==> src/mchan_ctrl_pkg.sv <==
package mchan_ctrl_pkg;

   // **********************************************************
   // Sizes
   // **********************************************************
   localparam int NB_TRANSFERS   = 4;
   localparam int SID_WIDTH      = $clog2(NB_TRANSFERS);
   localparam int TCDM_ADD_WIDTH = 12;
   localparam int EXT_ADD_WIDTH  = 29;
   localparam int LEN_WIDTH      = 17;
   localparam int PE_ID_WIDTH    = 1;
   localparam int DATA_WIDTH     = 32;

   // **********************************************************
   // Register map and command word layout
   // **********************************************************
   localparam logic [1:0] CMD_OFFSET    = 2'd0; // Compared against add[3:2]
   localparam logic [1:0] STATUS_OFFSET = 2'd1;

   localparam int OPC_BIT = 17; // Length sits in bits 16:0
   localparam int INC_BIT = 18;
   localparam int ELE_BIT = 20; // Bit 19 was the ext side 2D flag
   localparam int ILE_BIT = 21;
   localparam int BLE_BIT = 22;

   localparam int ALLOC_STATUS_LSB = 16; // Allocation vector in status read

   typedef enum logic [3:0] {
      IDLE,
      SID_RSP,
      STATUS_RSP,
      CLEAR_RSP,
      CMD_WAIT,
      CMD_RSP,
      TCDM_WAIT,
      TCDM_RSP,
      EXT_WAIT,
      EXT_RSP,
      WAIT_ARB,
      WAIT_DONE
   } ctrl_state_e;

   typedef enum logic [1:0] {
      RSP_NONE,
      RSP_ACK,
      RSP_SID,
      RSP_STATUS
   } rsp_kind_e;

   // TX moves data from TCDM to external memory
   typedef enum logic {
      OPC_TX = 1'b0,
      OPC_RX = 1'b1
   } mchan_opc_e;

endpackage
==> src/mchan_ctrl_top.sv <==
`timescale 1ns/1ps

module mchan_ctrl_top
(
   input  logic                                      clk_i,
   input  logic                                      rst_ni,

   // Register target port
   input  logic                                      ctrl_targ_req_i,
   input  logic                                      ctrl_targ_type_i,
   input  logic [31:0]                               ctrl_targ_add_i,
   input  logic [mchan_ctrl_pkg::DATA_WIDTH-1:0]     ctrl_targ_data_i,
   input  logic [mchan_ctrl_pkg::PE_ID_WIDTH-1:0]    ctrl_targ_id_i,
   output logic                                      ctrl_targ_gnt_o,
   output logic                                      ctrl_targ_r_valid_o,
   output logic [mchan_ctrl_pkg::DATA_WIDTH-1:0]     ctrl_targ_r_data_o,
   output logic [mchan_ctrl_pkg::PE_ID_WIDTH-1:0]    ctrl_targ_r_id_o,

   // Command FIFO
   input  logic                                      cmd_gnt_i,
   output logic                                      cmd_req_o,
   output logic [mchan_ctrl_pkg::LEN_WIDTH-1:0]      cmd_len_o,
   output mchan_ctrl_pkg::mchan_opc_e                cmd_opc_o,
   output logic                                      cmd_inc_o,
   output logic                                      cmd_ele_o,
   output logic                                      cmd_ile_o,
   output logic                                      cmd_ble_o,
   output logic [mchan_ctrl_pkg::SID_WIDTH-1:0]      cmd_sid_o,

   // Address FIFOs
   input  logic                                      tcdm_gnt_i,
   output logic                                      tcdm_req_o,
   output logic [mchan_ctrl_pkg::TCDM_ADD_WIDTH-1:0] tcdm_add_o,
   input  logic                                      ext_gnt_i,
   output logic                                      ext_req_o,
   output logic [mchan_ctrl_pkg::EXT_ADD_WIDTH-1:0]  ext_add_o,

   // Arbiter
   input  logic                                      arb_req_i,
   input  logic                                      arb_gnt_i,
   input  logic [mchan_ctrl_pkg::SID_WIDTH-1:0]      arb_sid_i,

   // Transfer allocator and status
   output logic                                      trans_alloc_req_o,
   input  logic                                      trans_alloc_gnt_i,
   input  logic [mchan_ctrl_pkg::SID_WIDTH-1:0]      trans_alloc_ret_i,
   output logic [mchan_ctrl_pkg::NB_TRANSFERS-1:0]   trans_alloc_clr_o,
   input  logic [mchan_ctrl_pkg::NB_TRANSFERS-1:0]   trans_alloc_status_i,
   input  logic [mchan_ctrl_pkg::NB_TRANSFERS-1:0]   trans_status_i,

   output logic                                      busy_o
);
   import mchan_ctrl_pkg::*;

   rsp_kind_e rsp_kind;
   logic      arb_pending;
   logic      sid_done;

   mchan_ctrl_fsm i_ctrl_fsm
   (
      .clk_i             (clk_i),
      .rst_ni            (rst_ni),
      .ctrl_targ_req_i   (ctrl_targ_req_i),
      .ctrl_targ_type_i  (ctrl_targ_type_i),
      .ctrl_targ_add_i   (ctrl_targ_add_i),
      .ctrl_targ_data_i  (ctrl_targ_data_i),
      .ctrl_targ_gnt_o   (ctrl_targ_gnt_o),
      .rsp_kind_o        (rsp_kind),
      .cmd_gnt_i         (cmd_gnt_i),
      .cmd_req_o         (cmd_req_o),
      .cmd_len_o         (cmd_len_o),
      .cmd_opc_o         (cmd_opc_o),
      .cmd_inc_o         (cmd_inc_o),
      .cmd_ele_o         (cmd_ele_o),
      .cmd_ile_o         (cmd_ile_o),
      .cmd_ble_o         (cmd_ble_o),
      .tcdm_gnt_i        (tcdm_gnt_i),
      .tcdm_req_o        (tcdm_req_o),
      .tcdm_add_o        (tcdm_add_o),
      .ext_gnt_i         (ext_gnt_i),
      .ext_req_o         (ext_req_o),
      .ext_add_o         (ext_add_o),
      .trans_alloc_gnt_i (trans_alloc_gnt_i),
      .trans_alloc_req_o (trans_alloc_req_o),
      .trans_alloc_clr_o (trans_alloc_clr_o),
      .arb_pending_i     (arb_pending),
      .sid_done_i        (sid_done),
      .busy_o            (busy_o)
   );

   // Sid feeds the command FIFO and the sid read response
   mchan_sid_tracker i_sid_tracker
   (
      .clk_i             (clk_i),
      .rst_ni            (rst_ni),
      .trans_alloc_req_i (trans_alloc_req_o),
      .trans_alloc_gnt_i (trans_alloc_gnt_i),
      .trans_alloc_ret_i (trans_alloc_ret_i),
      .cmd_req_i         (cmd_req_o),
      .cmd_gnt_i         (cmd_gnt_i),
      .arb_req_i         (arb_req_i),
      .arb_gnt_i         (arb_gnt_i),
      .arb_sid_i         (arb_sid_i),
      .trans_status_i    (trans_status_i),
      .sid_o             (cmd_sid_o),
      .arb_pending_o     (arb_pending),
      .sid_done_o        (sid_done)
   );

   mchan_rsp_unit i_rsp_unit
   (
      .clk_i                (clk_i),
      .rst_ni               (rst_ni),
      .rsp_kind_i           (rsp_kind),
      .ctrl_targ_req_i      (ctrl_targ_req_i),
      .ctrl_targ_gnt_i      (ctrl_targ_gnt_o),
      .ctrl_targ_id_i       (ctrl_targ_id_i),
      .sid_i                (cmd_sid_o),
      .trans_status_i       (trans_status_i),
      .trans_alloc_status_i (trans_alloc_status_i),
      .ctrl_targ_r_valid_o  (ctrl_targ_r_valid_o),
      .ctrl_targ_r_data_o   (ctrl_targ_r_data_o),
      .ctrl_targ_r_id_o     (ctrl_targ_r_id_o)
   );

endmodule

==> src/mchan_rsp_unit.sv <==
`timescale 1ns/1ps

module mchan_rsp_unit
(
   input  logic                                    clk_i,
   input  logic                                    rst_ni,

   input  mchan_ctrl_pkg::rsp_kind_e               rsp_kind_i,
   input  logic                                    ctrl_targ_req_i,
   input  logic                                    ctrl_targ_gnt_i,
   input  logic [mchan_ctrl_pkg::PE_ID_WIDTH-1:0]  ctrl_targ_id_i,

   input  logic [mchan_ctrl_pkg::SID_WIDTH-1:0]    sid_i,
   input  logic [mchan_ctrl_pkg::NB_TRANSFERS-1:0] trans_status_i,
   input  logic [mchan_ctrl_pkg::NB_TRANSFERS-1:0] trans_alloc_status_i,

   output logic                                    ctrl_targ_r_valid_o,
   output logic [mchan_ctrl_pkg::DATA_WIDTH-1:0]   ctrl_targ_r_data_o,
   output logic [mchan_ctrl_pkg::PE_ID_WIDTH-1:0]  ctrl_targ_r_id_o
);
   import mchan_ctrl_pkg::*;

   rsp_kind_e              kind_q;
   logic [PE_ID_WIDTH-1:0] id_q;
   logic                   accept;

   assign accept = ctrl_targ_req_i && ctrl_targ_gnt_i;

   // One response slot per accepted request
   always_ff @(posedge clk_i, negedge rst_ni)
   begin
      if (!rst_ni)
         kind_q <= RSP_NONE;
      else
         kind_q <= accept ? rsp_kind_i : RSP_NONE;
   end

   always_ff @(posedge clk_i)
   begin
      if (accept)
         id_q <= ctrl_targ_id_i; // Requester to route the response back
   end

   // **********************************************************
   // Read data
   // **********************************************************
   always_comb
   begin
      ctrl_targ_r_data_o = '0;
      case (kind_q)
         RSP_SID:
            ctrl_targ_r_data_o[SID_WIDTH-1:0] = sid_i; // Sid stored on the same edge
         RSP_STATUS:
         begin
            ctrl_targ_r_data_o[NB_TRANSFERS-1:0]                 = trans_status_i;
            ctrl_targ_r_data_o[ALLOC_STATUS_LSB +: NB_TRANSFERS] = trans_alloc_status_i;
         end
         default:
            ctrl_targ_r_data_o = '0; // Write acknowledge
      endcase
   end

   assign ctrl_targ_r_valid_o = (kind_q != RSP_NONE);
   assign ctrl_targ_r_id_o    = id_q;

   // Every grant from the FSM carries a response kind
   a_rsp_follows_gnt : assert property (@(posedge clk_i) disable iff (!rst_ni)
      accept |=> ctrl_targ_r_valid_o);

endmodule

==> src/mchan_sid_tracker.sv <==
`timescale 1ns/1ps

module mchan_sid_tracker
(
   input  logic                                    clk_i,
   input  logic                                    rst_ni,

   input  logic                                    trans_alloc_req_i,
   input  logic                                    trans_alloc_gnt_i,
   input  logic [mchan_ctrl_pkg::SID_WIDTH-1:0]    trans_alloc_ret_i,

   input  logic                                    cmd_req_i,
   input  logic                                    cmd_gnt_i,

   input  logic                                    arb_req_i,
   input  logic                                    arb_gnt_i,
   input  logic [mchan_ctrl_pkg::SID_WIDTH-1:0]    arb_sid_i,

   input  logic [mchan_ctrl_pkg::NB_TRANSFERS-1:0] trans_status_i,

   output logic [mchan_ctrl_pkg::SID_WIDTH-1:0]    sid_o,
   output logic                                    arb_pending_o,
   output logic                                    sid_done_o
);
   import mchan_ctrl_pkg::*;

   logic [SID_WIDTH-1:0] sid_q;
   logic                 barrier_q;
   logic                 barrier_set;
   logic                 barrier_clr;

   assign barrier_set = cmd_req_i && cmd_gnt_i;                          // Command queued
   assign barrier_clr = arb_req_i && arb_gnt_i && (arb_sid_i == sid_q);  // Our sid arbitrated

   // Sid handed out by the allocator
   always_ff @(posedge clk_i, negedge rst_ni)
   begin
      if (!rst_ni)
         sid_q <= '0;
      else if (trans_alloc_req_i && trans_alloc_gnt_i)
         sid_q <= trans_alloc_ret_i;
   end

   // Keeps the next transfer out until this command has been arbitrated
   always_ff @(posedge clk_i, negedge rst_ni)
   begin
      if (!rst_ni)
         barrier_q <= 1'b0;
      else if (barrier_set)
         barrier_q <= 1'b1;
      else if (barrier_clr)
         barrier_q <= 1'b0;
   end

   assign sid_o         = sid_q;
   assign arb_pending_o = barrier_q;
   assign sid_done_o    = trans_status_i[sid_q];

   // The arbiter cannot see a command before the FIFO has taken it
   a_barrier_excl : assert property (@(posedge clk_i) disable iff (!rst_ni)
      !(barrier_set && barrier_clr));

endmodule

==> src/mchan_ctrl_fsm.sv <==
`timescale 1ns/1ps

module mchan_ctrl_fsm
(
   input  logic                                      clk_i,
   input  logic                                      rst_ni,

   input  logic                                      ctrl_targ_req_i,
   input  logic                                      ctrl_targ_type_i,
   input  logic [31:0]                               ctrl_targ_add_i,
   input  logic [mchan_ctrl_pkg::DATA_WIDTH-1:0]     ctrl_targ_data_i,
   output logic                                      ctrl_targ_gnt_o,
   output mchan_ctrl_pkg::rsp_kind_e                 rsp_kind_o,

   input  logic                                      cmd_gnt_i,
   output logic                                      cmd_req_o,
   output logic [mchan_ctrl_pkg::LEN_WIDTH-1:0]      cmd_len_o,
   output mchan_ctrl_pkg::mchan_opc_e                cmd_opc_o,
   output logic                                      cmd_inc_o,
   output logic                                      cmd_ele_o,
   output logic                                      cmd_ile_o,
   output logic                                      cmd_ble_o,

   input  logic                                      tcdm_gnt_i,
   output logic                                      tcdm_req_o,
   output logic [mchan_ctrl_pkg::TCDM_ADD_WIDTH-1:0] tcdm_add_o,

   input  logic                                      ext_gnt_i,
   output logic                                      ext_req_o,
   output logic [mchan_ctrl_pkg::EXT_ADD_WIDTH-1:0]  ext_add_o,

   input  logic                                      trans_alloc_gnt_i,
   output logic                                      trans_alloc_req_o,
   output logic [mchan_ctrl_pkg::NB_TRANSFERS-1:0]   trans_alloc_clr_o,

   input  logic                                      arb_pending_i,
   input  logic                                      sid_done_i,
   output logic                                      busy_o
);
   import mchan_ctrl_pkg::*;

   ctrl_state_e state_q, state_d;
   logic [1:0]  offset;
   logic        seq_write;   // Expected word of the programming sequence
   logic        abort;       // Anything else presented mid-sequence

   assign offset    = ctrl_targ_add_i[3:2];
   assign seq_write = ctrl_targ_req_i && !ctrl_targ_type_i && (offset == CMD_OFFSET);
   assign abort     = ctrl_targ_req_i && !seq_write;

   always_ff @(posedge clk_i, negedge rst_ni)
   begin
      if (!rst_ni)
         state_q <= IDLE;
      else
         state_q <= state_d;
   end

   // **********************************************************
   // Sequence decode
   // **********************************************************
   always_comb
   begin
      state_d           = state_q;
      ctrl_targ_gnt_o   = 1'b0;
      rsp_kind_o        = RSP_NONE;
      trans_alloc_req_o = 1'b0;
      trans_alloc_clr_o = '0;
      cmd_req_o         = 1'b0;
      tcdm_req_o        = 1'b0;
      ext_req_o         = 1'b0;
      busy_o            = 1'b1;

      case (state_q)
         IDLE:
         begin
            busy_o = ctrl_targ_req_i;
            if (ctrl_targ_req_i && offset == CMD_OFFSET && ctrl_targ_type_i)
            begin
               if (trans_alloc_gnt_i) // Free sid available
               begin
                  ctrl_targ_gnt_o   = 1'b1;
                  trans_alloc_req_o = 1'b1;
                  rsp_kind_o        = RSP_SID;
                  state_d           = SID_RSP;
               end
            end
            else if (ctrl_targ_req_i && offset == STATUS_OFFSET)
            begin
               ctrl_targ_gnt_o = 1'b1;
               if (ctrl_targ_type_i)
               begin
                  rsp_kind_o = RSP_STATUS;
                  state_d    = STATUS_RSP;
               end
               else
               begin
                  trans_alloc_clr_o = ctrl_targ_data_i[NB_TRANSFERS-1:0];
                  rsp_kind_o        = RSP_ACK;
                  state_d           = CLEAR_RSP;
               end
            end
         end

         STATUS_RSP, CLEAR_RSP:
            state_d = IDLE;

         SID_RSP, CMD_WAIT:
         begin
            if (abort)
               state_d = IDLE;
            else if (seq_write && cmd_gnt_i)
            begin
               ctrl_targ_gnt_o = 1'b1;
               cmd_req_o       = 1'b1;
               rsp_kind_o      = RSP_ACK;
               state_d         = CMD_RSP;
            end
            else
               state_d = CMD_WAIT;
         end

         CMD_RSP, TCDM_WAIT:
         begin
            if (abort)
               state_d = IDLE;
            else if (seq_write && tcdm_gnt_i)
            begin
               ctrl_targ_gnt_o = 1'b1;
               tcdm_req_o      = 1'b1;
               rsp_kind_o      = RSP_ACK;
               state_d         = TCDM_RSP;
            end
            else
               state_d = TCDM_WAIT;
         end

         TCDM_RSP, EXT_WAIT:
         begin
            if (abort)
               state_d = IDLE;
            else if (seq_write && ext_gnt_i)
            begin
               ctrl_targ_gnt_o = 1'b1;
               ext_req_o       = 1'b1;
               rsp_kind_o      = RSP_ACK;
               state_d         = EXT_RSP;
            end
            else
               state_d = EXT_WAIT;
         end

         EXT_RSP:
            state_d = WAIT_ARB;

         WAIT_ARB:
         begin
            if (!arb_pending_i) // Command picked up by the arbiter
               state_d = WAIT_DONE;
         end

         WAIT_DONE:
         begin
            if (sid_done_i)
               state_d = IDLE;
         end

         default:
            state_d = IDLE;
      endcase
   end

   // Command word slicing without the 2D flags at bits 19 and 23
   assign cmd_len_o  = ctrl_targ_data_i[LEN_WIDTH-1:0] - 1'b1;
   assign cmd_opc_o  = mchan_opc_e'(ctrl_targ_data_i[OPC_BIT]);
   assign cmd_inc_o  = ctrl_targ_data_i[INC_BIT];
   assign cmd_ele_o  = ctrl_targ_data_i[ELE_BIT]; // Event lines
   assign cmd_ile_o  = ctrl_targ_data_i[ILE_BIT]; // Interrupt lines
   assign cmd_ble_o  = ctrl_targ_data_i[BLE_BIT]; // Broadcast lines
   assign tcdm_add_o = ctrl_targ_data_i[TCDM_ADD_WIDTH-1:0];
   assign ext_add_o  = ctrl_targ_data_i[EXT_ADD_WIDTH-1:0];

   // Queues only see a word that the PE also sees accepted
   a_req_with_gnt : assert property (@(posedge clk_i) disable iff (!rst_ni)
      (cmd_req_o || tcdm_req_o || ext_req_o || trans_alloc_req_o) |-> ctrl_targ_gnt_o);

   a_state_legal : assert property (@(posedge clk_i) disable iff (!rst_ni)
      state_q inside {[IDLE:WAIT_DONE]});

endmodule

==> config.mk <==
export PLATFORM = sky130hd
export DESIGN_NAME = mchan_ctrl_top
export DESIGN_NICKNAME = d
export VERILOG_FILES = /design/src/mchan_ctrl_pkg.sv /design/src/mchan_ctrl_top.sv /design/src/mchan_rsp_unit.sv /design/src/mchan_sid_tracker.sv /design/src/mchan_ctrl_fsm.sv
export SDC_FILE = /design/constraint.sdc
export NUM_CORES = 1
export LEC_CHECK = 0
export ABC_CLOCK_PERIOD_IN_PS = 1780
export BUFFER_PORTS_ARGS = -buffer_cell sky130_fd_sc_hd__buf_2
export CAP_MARGIN = 0
export CORE_MARGIN = 8
export CORE_UTILIZATION = 31
export DETAILED_ROUTE_END_ITERATION = 16
export GPL_ROUTABILITY_DRIVEN = 0
export HOLD_SLACK_MARGIN = 0.03
export PLACE_DENSITY = 0.85
export SLEW_MARGIN = 20
export SYNTH_ARGS = -nofsm -noshare
export SYNTH_HDL_FRONTEND = slang
export SYNTH_HIERARCHICAL = 1
export SYNTH_SLANG_ARGS = --single-unit
==> constraint.sdc <==
create_clock -name clk_i -period 1.78 [get_ports clk_i]
set_input_delay 0.356 -clock clk_i [delete_from_list [all_inputs] [get_ports clk_i]]
set_output_delay 0.356 -clock clk_i [all_outputs]
set_load 0.02 [all_outputs]
Word level (Yosys, flattened, before mapping)

Index checks and enable logic that the tools add are counted.

Add/sub/neg operators: 1
$lt $le $gt $ge: 1
Eq/ne operators: 17
Mux-type cells: 52
Reductions and logical operators: 24

Operator list:

| cell                  | number |
|---|---|
| $mux 4                | 13 |
| $pmux 4 s7            | 1 |
| $mux 1                | 25 |
| $mux 2                | 9 |
| $sub 17x1->17 const B | 1 |
| $eq 4x3->1 const B    | 4 |
| $eq 4x4->1 const B    | 4 |
| $logic_and 1x1->1     | 14 |
| $pmux 2 s4            | 1 |
| $reduce_or 2->1       | 3 |
| $eq 2x2->1 const B    | 2 |
| $eq 4x1->1 const B    | 1 |
| $logic_not 4->1       | 1 |
| $pmux 1 s4            | 1 |
| $pmux 2 s2            | 1 |
| $reduce_and 4->1      | 1 |
| $reduce_bool 2->1     | 2 |
| $lt 2x3->1 const B    | 1 |
| $ne 3x1->1 const B    | 1 |
| $ne 3x3->1 const B    | 1 |
| $bmux 1 s2            | 1 |
| $eq 2x1->1 const B    | 1 |
| $eq 2x2->1            | 1 |
| $logic_not 1->1       | 2 |
| 3 further kinds       | 3 |

Register bits: 10
Bits of input ports: 87
Output and inout port bits: 109
Logic and storage cells: 100

Depth between registers and ports, before layout

Gate-level depths: netlist (run 1).

Depth after elaboration: 9
Gate-level depth with buffers: 8
Depth with buffers taken out: 6

Hierarchy

The synthesis (run 1) kept the hierarchy.

By module, submodules not included:

| module            | times used | cells each | area each (sq um) | seq. area each (sq um) |
|---|---|---|---|---|
| mchan_ctrl_fsm    | 1          | 167        | 1181.1            | 100.1 |
| mchan_rsp_unit    | 1          | 43         | 377.9             | 80.1 |
| mchan_sid_tracker | 1          | 11         | 156.4             | 75.1 |

Least setup slack after synthesis (run 1)

Ideal clock, no wire load.

Path kind: in2out
Start point: in ctrl_targ_data_i[0] (netlist name)
End point: out cmd_len_o[16] (netlist name)
Data arrival time: 1.915 ns
Required time: 1.424 ns
Slack: -0.491 ns
Stages on the path: 6
Path buffers: 0
Cell sequence: inv_1 -> ha_1 -> nor3b_1 -> nand3_1 -> nor3_1 -> xor2_1

Cells in the longest elaborated chain, start to end: 1

Ends and longest elaborated chain:

| item          | RTL line              | source |
|---|---|---|
| from (decl)   | mchan_ctrl_top.sv:12  | `input logic [mchan_ctrl_pkg::DATA_WIDTH-1:0] ctrl_targ_data_i,` |
| $sub 17x1->17 | mchan_ctrl_fsm.sv:174 | `assign cmd_len_o = ctrl_targ_data_i[LEN_WIDTH-1:0] - 1'b1;` |
| to (decl)     | mchan_ctrl_top.sv:22  | `output logic [mchan_ctrl_pkg::LEN_WIDTH-1:0] cmd_len_o,` |

No other way between the ends.

Final worst setup path (run 1)

Start point: reg i_ctrl_fsm.state_q[2]
End point: out ctrl_targ_gnt_o

Cells in the longest elaborated chain, start to end: 3
Elaborated cells between the ends (all ways): 11
Classes of those cells: eq/ne: 6; mux: 1; reduce/logical: 4

Ends and longest elaborated chain:

| item                               | RTL line             | source |
|---|---|---|
| from (decl)                        | mchan_ctrl_fsm.sv:42 | `ctrl_state_e state_q, state_d;` |
| from (signal assigned)             | mchan_ctrl_fsm.sv:56 | `state_q <= state_d;` |
| $eq 4x3->1 (tied with other cells) | mchan_ctrl_fsm.sv:74 | `case (state_q)` |
| $reduce_or 2->1                    | mchan_ctrl_fsm.sv:74 |  |
| $pmux 1 s4 *                       | mchan_ctrl_fsm.sv:74 |  |
| to (decl)                          | mchan_ctrl_top.sv:14 | `output logic ctrl_targ_gnt_o,` |

Mark *: on every way between the ends. The rest lies on a longest branch, timed or not.

==> results of run 1 <==
-- through the flow --
step / hold WS, ns / std cells / setup WS [ns] / total power, mW
3_5_place_dp: 0.213 / 393 / -0.403 / 1.55
6_report: 0.302 / 415 / -0.482 / 2.26
2_1_floorplan: 0.0604 / 244 / -0.218 / 1.26
4_1_cts: 0.294 / 408 / -0.470 / 2.09
3_3_place_gp: 0.214 / 393 / -0.341 / 1.52
5_1_grt: 0.286 / 415 / -0.557 / 2.40
-- cells in the mapped netlist, drive strengths merged, types with 2 or more instances --
| cell | instances | area, µm² |
|---|---|---|
| a21oi | 5 | 25.0 |
| and2 | 4 | 25.0 |
| and3 | 9 | 63.8 |
| buf | 77 | 571 |
| dfrtp | 9 | 225 |
| inv | 7 | 26.3 |
| mux2 | 2 | 22.5 |
| mux2i | 4 | 40.0 |
| nand2 | 15 | 56.3 |
| nand2b | 5 | 31.3 |
| nand3 | 3 | 15.0 |
| nand4 | 3 | 18.8 |
| nand4b | 2 | 17.5 |
| nor2 | 8 | 30.0 |
| nor2b | 4 | 25.0 |
| nor3 | 7 | 35.0 |
| nor4 | 6 | 50.0 |
| o21ai | 3 | 15.0 |
| o31ai | 5 | 37.5 |
| o41ai | 2 | 17.5 |
| or2 | 3 | 18.8 |
| or3 | 3 | 18.8 |
| xnor2 | 5 | 43.8 |
| xor2 | 11 | 96.3 |
-- worst max-delay path by stage --
stage | to | depth (start not counted) | slack (ns) | start
2_1_floorplan | i_rsp_unit/ctrl_targ_r_id_o$_DFFE_PP_ | 6 | -0.22 | i_ctrl_fsm/state_q[0]$_DFFE_PN0P_
3_3_place_gp | ctrl_targ_gnt_o | 6 | -0.34 | i_ctrl_fsm/state_q[2]$_DFFE_PN0P_
3_5_place_dp | ctrl_targ_gnt_o | 6 | -0.40 | i_ctrl_fsm/state_q[2]$_DFFE_PN0P_
4_1_cts | ctrl_targ_gnt_o | 7 | -0.47 | i_ctrl_fsm/state_q[2]$_DFFE_PN0P_
5_1_grt | ctrl_targ_gnt_o | 6 | -0.56 | i_ctrl_fsm/state_q[2]$_DFFE_PN0P_
6_report | ctrl_targ_gnt_o | 6 | -0.48 | i_ctrl_fsm/state_q[2]$_DFFE_PN0P_
-- sequential cells by signal (all words and copies together) (netlist names) --
name,flops
i_sid_tracker/sid_o,2
i_rsp_unit/ctrl_targ_r_id_o,1
i_ctrl_fsm/state_q,4
i_rsp_unit/kind_q,2
i_sid_tracker/arb_pending_o,1
-- critical path: cells and delay by family, from the launching register on --
kind            cells  cell delay (ns)
xor+xnor            1             0.16
buf+inv             1             0.14
simple gates        1             0.10
flops               1             0.43
compound gates      3             0.85
-- report_power, final --
| part | total (mW) | internal (mW) | switching [mW] |
|---|---|---|---|
| Combinational | 1.61 | 0.786 | 0.827 |
| Sequential | 0.373 | 0.290 | 0.0833 |
| Clock | 0.278 | 0.194 | 0.0840 |
| Total | 2.26 | 1.27 | 0.995 |
-- cell type report --
type | instances | share of cell area (%)
sequential | 10 | 8.68
inverter | 7 | 1.00
clock buffer | 4 | 1.84
timing repair buffer | 173 | 40.9
multi-input combinational | 149 | 44.6
tap | 72 | 3.01
-- repair_timing --
action,in CTS,in global routing
gates resized for setup,81,25
setup endpoints to repair,28,29
pin swaps,21,14
hold buffers,1,0
hold endpoints to repair,9,0
buffers inserted,11,8
cloned,0,1
-- cell usage in the layout, fill, tap and decap left out, types with 3 or more instances in the layout --
master and count:
inv_1 5, nand2b_1 4, dfrtp_2 4, nand2_1 9
o21ai_0 3, xor2_1 8, nand2_2 4, buf_6 19
nor3_4 5, xnor2_2 3, dfrtp_1 5, nor4_4 5
clkbuf_8 4, buf_4 66, nor2_4 5, o31ai_1 4
and2_1 3, buf_2 82, nor2b_1 3, or3_1 3
nor2_1 3, mux2i_1 4, and3_2 6, conb_1 24
a21oi_1 4, nand4_1 3
-- cell families after synthesis --
logic type | share of synthesized area, %
AO/OA/AOI/OAI | 10.5
XOR/XNOR | 8.17
adder cells (fa/ha/maj) | 0.729
buffers and inverters | 35.0
flip-flops | 14.9
multiplexers | 4.96
other | 0.219
AND/OR/NAND/NOR | 25.5
-- routing by layer --
layer	GRT usage (%)	up-vias	part of all wire, %	wire [µm]
met5	0	-	0	0
met4	3.88	0	1.3	88
met3	5.65	13	8.1	546
met2	30.4	94	57	3850
met1	13.7	915	34	2260
li1	-	913	-	-
==> flow_summary.json, run 1 <==
{
  "reg2reg_from": "i_ctrl_fsm/state_q[2]$_DFFE_PN0P_",
  "area_growth_pct": 74.7,
  "crit_chain": "xor2_1, nand2_1, a221o_1, a211o_1, a21oi_4, buf_6",
  "clk_pin_slew_ns": 0.04,
  "worst_setup_path_end_kind": "primary output",
  "htree_levels": 1,
  "port_buffers": 109,
  "grt_pass1_vias": 2144,
  "wirelength_mm": 6.74,
  "first_pass_iters": 4,
  "syn_area_per_cell_um2": 7.76,
  "clk_latency_ns": 0.23,
  "slowest_stage": "dfrtp_2",
  "cts_buffer_depth": 2,
  "rrSetupSlack_ns": -0.39,
  "synth_ff_type": "dfrtp_1",
  "min_to": "i_rsp_unit/ctrl_targ_r_id_o$_DFFE_PP_",
  "drive_gt1_share_pct": 68.8,
  "r2r_end": "i_rsp_unit/ctrl_targ_r_id_o$_DFFE_PP_",
  "wl_per_cell_um": 16.2,
  "grt_use_total_pct": 15.1,
  "cp.required_ns": 1.42,
  "cellLeakagePower_nw": 1.53,
  "drt_iter0_drc": 40,
  "drc": 0,
  "setup_violations": 26,
  "diodes": 0,
  "ys_ff_latch": 10,
  "placed_area_um2": 2330,
  "tns_ns": -4.12,
  "via_per_inst": 4.66,
  "cap_viol_max_count": 0,
  "dp.final_hpwl_mm": 5.06,
  "io_pins": 196,
  "synth_area_um2": 1720,
  "fin_crit_sh_pct": 127,
  "ant_nets": 0,
  "gr-total-overflow": 0,
  "multi_input_area_um2": 1340,
  "p_per_area_nw_per_um2": 756,
  "antenna_found_initial": 0,
  "grt_pass1_wl_mm": 10.4,
  "yosysSeqAreaShare_pct": 14.9,
  "stdcell_area_um2": 3000,
  "min_from": "ctrl_targ_id_i",
  "cts_tree": "built",
  "initial_utilization_pct": 31.5,
  "ys_types": 49,
  "rsz0062_at_grt": "yes",
  "timing.final.ws_setup_ns": -0.482,
  "start_kind": "register",
  "die_width_um": 90.4,
  "ir_worst_vdd_v": 0.000459,
  "numCtsBuffers": 3,
  "clockRootBuffer": "clkbuf_8",
  "dieHeight_um": 90.4,
  "r2r.worst_path.cells": 8,
  "final_core_util_pct": 55.1,
  "period_minus_slack_ns": 2.26,
  "seqCellArea_um2": 260,
  "critPathKind": "register to primary output",
  "hold_viol_final": 0,
  "finalMaxSlewViolations": 0,
  "cp.arrival_ns": 1.91,
  "nets": 432,
  "grt_max_degree": 15,
  "rows": 27,
  "violations": "setup timing",
  "hold_depth": 1,
  "fill_cells": 473,
  "max_freq_mhz": 442,
  "hold_path.class": "primary input to register",
  "via_count": 1935,
  "yosysWarnings": 6,
  "cts_sinks": 10,
  "coreArea_um2": 5440,
  "skew_ns": 0.00233,
  "ys_async_sr_fraction_pct": 90.0,
  "status": "complete, but fails checks",
  "syn-instance-count": 221,
  "cp_max_fo": 3,
  "slowest_delay_ns": 0.43,
  "die_area_um2": 8170,
  "synth_edf_count": 1
}
(Power assumes the default switching activity.)
==> run 2: changes to the inputs <==
--- a/config.mk
+++ b/config.mk
@@ -5,15 +5,16 @@
 export SDC_FILE = /design/constraint.sdc
 export NUM_CORES = 1
 export LEC_CHECK = 0
+export ABC_AREA = 1
 export ABC_CLOCK_PERIOD_IN_PS = 1780
 export BUFFER_PORTS_ARGS = -buffer_cell sky130_fd_sc_hd__buf_2
 export CAP_MARGIN = 0
 export CORE_MARGIN = 8
-export CORE_UTILIZATION = 31
+export CORE_UTILIZATION = 32
 export DETAILED_ROUTE_END_ITERATION = 16
 export GPL_ROUTABILITY_DRIVEN = 0
 export HOLD_SLACK_MARGIN = 0.03
-export PLACE_DENSITY = 0.85
+export PLACE_DENSITY = 0.86
 export SLEW_MARGIN = 20
 export SYNTH_ARGS = -nofsm -noshare
 export SYNTH_HDL_FRONTEND = slang
==> flow_summary.json, run 2 <==
{
  "status": "complete, but fails checks",
  "violations": "setup timing",
  "antenna_found_initial": 0,
  "whs_ns": 0.292,
  "path_common_cell": "inv_2",
  "p_total_mw": 1.79,
  "clockRootBuffer": "clkbuf_8",
  "ant_nets": 0,
  "ys_async_sr_fraction_pct": 90.0,
  "setup_violations": 9,
  "worst_setup_path_end_kind": "primary output",
  "mostFrequentLayoutCells": "93 x buf_2, 44 x nand2_1, 42 x buf_4",
  "cp.required_ns": 1.42,
  "clk_latency_ns": 0.24,
  "p_sw_share_pct": 48.1,
  "slowest_stage": "dfrtp_2",
  "diodes": 0,
  "ys_types": 29,
  "drc": 0,
  "power.clock.fraction_pct": 16.3,
  "pre_cts_ws_ns": -0.0752,
  "cp_max_fo": 7,
  "ys_ff_latch": 10,
  "rsz0062_at_grt": "yes",
  "first_pass_iters": 4,
  "coreArea_um2": 5440,
  "yosysMostFrequentCell": "buf_4",
  "min_to": "i_rsp_unit/ctrl_targ_r_id_o$_DFFE_PP_",
  "p_sw_uw": 861,
  "placed_area_um2": 2120,
  "yosys.area.top_type": "buf_4",
  "ir_worst_vdd_v": 0.000337,
  "min_from": "ctrl_targ_id_i",
  "gr-total-overflow": 0,
  "multi_input_area_um2": 1090,
  "r2r_end": "i_rsp_unit/ctrl_targ_r_id_o$_DFFE_PP_",
  "initial_utilization_pct": 32.6,
  "grt_pass1_wl_mm": 8.85,
  "grt_pass1_vias": 1957,
  "synth_common_cells": "70 x buf_4, 51 x nand2_1, 43 x nor2_1, 35 x inv_1, 10 x nand3_1",
  "rows": 27,
  "r2r.worst_path.cells": 9,
  "netlist.area_leader.share_pct": 29.7,
  "reg2reg_from": "i_ctrl_fsm/state_q[1]$_DFFE_PN0P_",
  "die_width_um": 90.4,
  "power_frac_seq_pct": 20.7,
  "drt_iter0_drc": 76,
  "tns_ns": -0.586,
  "cts_tree": "built",
  "io_pins": 196,
  "wl_per_cell_um": 12.3,
  "crit_chain": "inv_2, nand2_4, nor2_4, inv_2, o211ai_1, buf_4",
  "fill_cells": 560,
  "dpl.cell_count": 433,
  "clk_pin_slew_ns": 0.05,
  "hold_viol_final": 0,
  "synth_edf_count": 1,
  "drive_gt1_share_pct": 53.4,
  "max_freq_mhz": 516,
  "grt_max_degree": 10,
  "htree_levels": 1,
  "fin_crit_sh_pct": 109,
  "skew_ns": 0.00325,
  "cts_buffer_depth": 2,
  "synth_ff_type": "dfrtp_1",
  "p_per_area_nw_per_um2": 707,
  "syn-instance-count": 282,
  "hold_path.class": "primary input to register",
  "crit_buf_inv": 3,
  "layout_commonest_cell": "buf_2",
  "yosysSeqAreaShare_pct": 14.4,
  "regMostFlops": "i_ctrl_fsm/state_q",
  "area_growth_pct": 43.1,
  "dp.final_hpwl_mm": 4.55,
  "final_core_util_pct": 46.6,
  "seqCellArea_um2": 256,
  "dieHeight_um": 90.4,
  "cts_sinks": 10,
  "port_buffers": 109,
  "cap_viol_max_count": 0,
  "yosysWarnings": 6,
  "critPathKind": "register to primary output",
  "final_cells": 456,
  "numCtsBuffers": 3,
  "synth_area_um2": 1770,
  "rrSetupSlack_ns": 0.01,
  "pwr-share-comb_pct": 63.0,
  "synthTopCellsByArea": "buf_4 30%, dfrtp_1 13%, nand2_1 11%",
  "stdcell_area_um2": 2540,
  "grt_use_total_pct": 12.6,
  "syn_area_per_cell_um2": 6.28,
  "timing.final.ws_setup_ns": -0.157,
  "period_minus_slack_ns": 1.94,
  "slowest_delay_ns": 0.45,
  "die_area_um2": 8170,
  "hold_depth": 1,
  "p_int_uw": 931,
  "cp.arrival_ns": 1.58,
  "crit_family": "flip-flops",
  "via_count": 1904,
  "start_kind": "register",
  "nets": 473,
  "via_per_inst": 4.18,
  "finalMaxSlewViolations": 0,
  "cellLeakagePower_nw": 1.46,
  "largest_reg_flops": 4,
  "wirelength_mm": 5.63
}
## run 2: changes by cell type in the layout (fill, tap and decap cells not counted), sizes merged, moves of 9 or more
cell / previous run / this run
nand3: 3 / 12
buf: 171 / 144
and3: 9 / 0
nor2: 8 / 49
nand2: 15 / 59
inv: 6 / 38
## run 2: cell families after synthesis
| family | Yosys count | share of synthesized area, % |
|---|---|---|
| compound gates | 15 | 5.01 |
| simple gates | 131 | 33.9 |
| flops | 10 | 14.4 |
| xor+xnor | 15 | 7.84 |
| fa+ha+maj | 1 | 0.706 |
| other cells | 1 | 0.212 |
| buf+inv | 109 | 37.9 |
## run 2: final cells by class
| class | instances | share of cell area [%] |
|---|---|---|
| well taps | 72 | 3.55 |
| inverters | 39 | 5.92 |
| repair buffers | 145 | 35.2 |
| flip-flops and latches | 10 | 10.1 |
| multi-input cells | 186 | 43.1 |
| clock buffers | 4 | 2.17 |
## run 2: how the worst max path moves through the flow
stage | start | end | slack (ns) | cells past startpoint
floorplan | ctrl_targ_data_i[0] | cmd_len_o[12] | 0.04 | 5
global placement | ctrl_targ_data_i[0] | cmd_len_o[10] | -0.05 | 8
detailed placement | ctrl_targ_data_i[0] | cmd_len_o[10] | -0.08 | 8
CTS | i_ctrl_fsm/state_q[3]$_DFFE_PN0P_ | ctrl_targ_gnt_o | -0.1 | 9
global route | i_ctrl_fsm/state_q[3]$_DFFE_PN0P_ | ctrl_targ_gnt_o | -0.23 | 6
finish | i_ctrl_fsm/state_q[1]$_DFFE_PN0P_ | ctrl_targ_gnt_o | -0.16 | 6
## run 2: metal layers
layer  share of wire [%]  track usage, %
met4                 2.0            4.85
met2                  53            23.3
met5                   0               0
met1                  37            12.8
met3                 7.7            3.99
## run 2: power groups by stage
stage                     clock network (mW)  registers, mW  logic [mW]
final                                  0.293          0.371        1.13
after floorplan                            0          0.363       0.720
after global placement                     0          0.353       0.846
after detailed placement                   0          0.358       0.877
after CTS                              0.298          0.360        1.02
after global routing                   0.321          0.378        1.23
## run 2: timing repair
| item | CTS | global route |
|---|---|---|
| hold buffers | 1 | 0 |
| buffers inserted | 11 | 7 |
| endpoints found under the hold margin | 9 | 0 |
| endpoints found under the setup margin | 13 | 18 |
| gates resized for setup | 34 | 29 |
| pin swaps | 11 | 14 |
## run 2: worst reg2reg max path, cell delays in order, from the launching register on
cell,delay (ns)
dfrtp_2,0.45
inv_2,0.10
nand2_4,0.07
nor2_4,0.20
inv_2,0.06
o211ai_1,0.25
buf_4,0.16
buf_4,0.09
nand2_2,0.06
inv_2,0.05
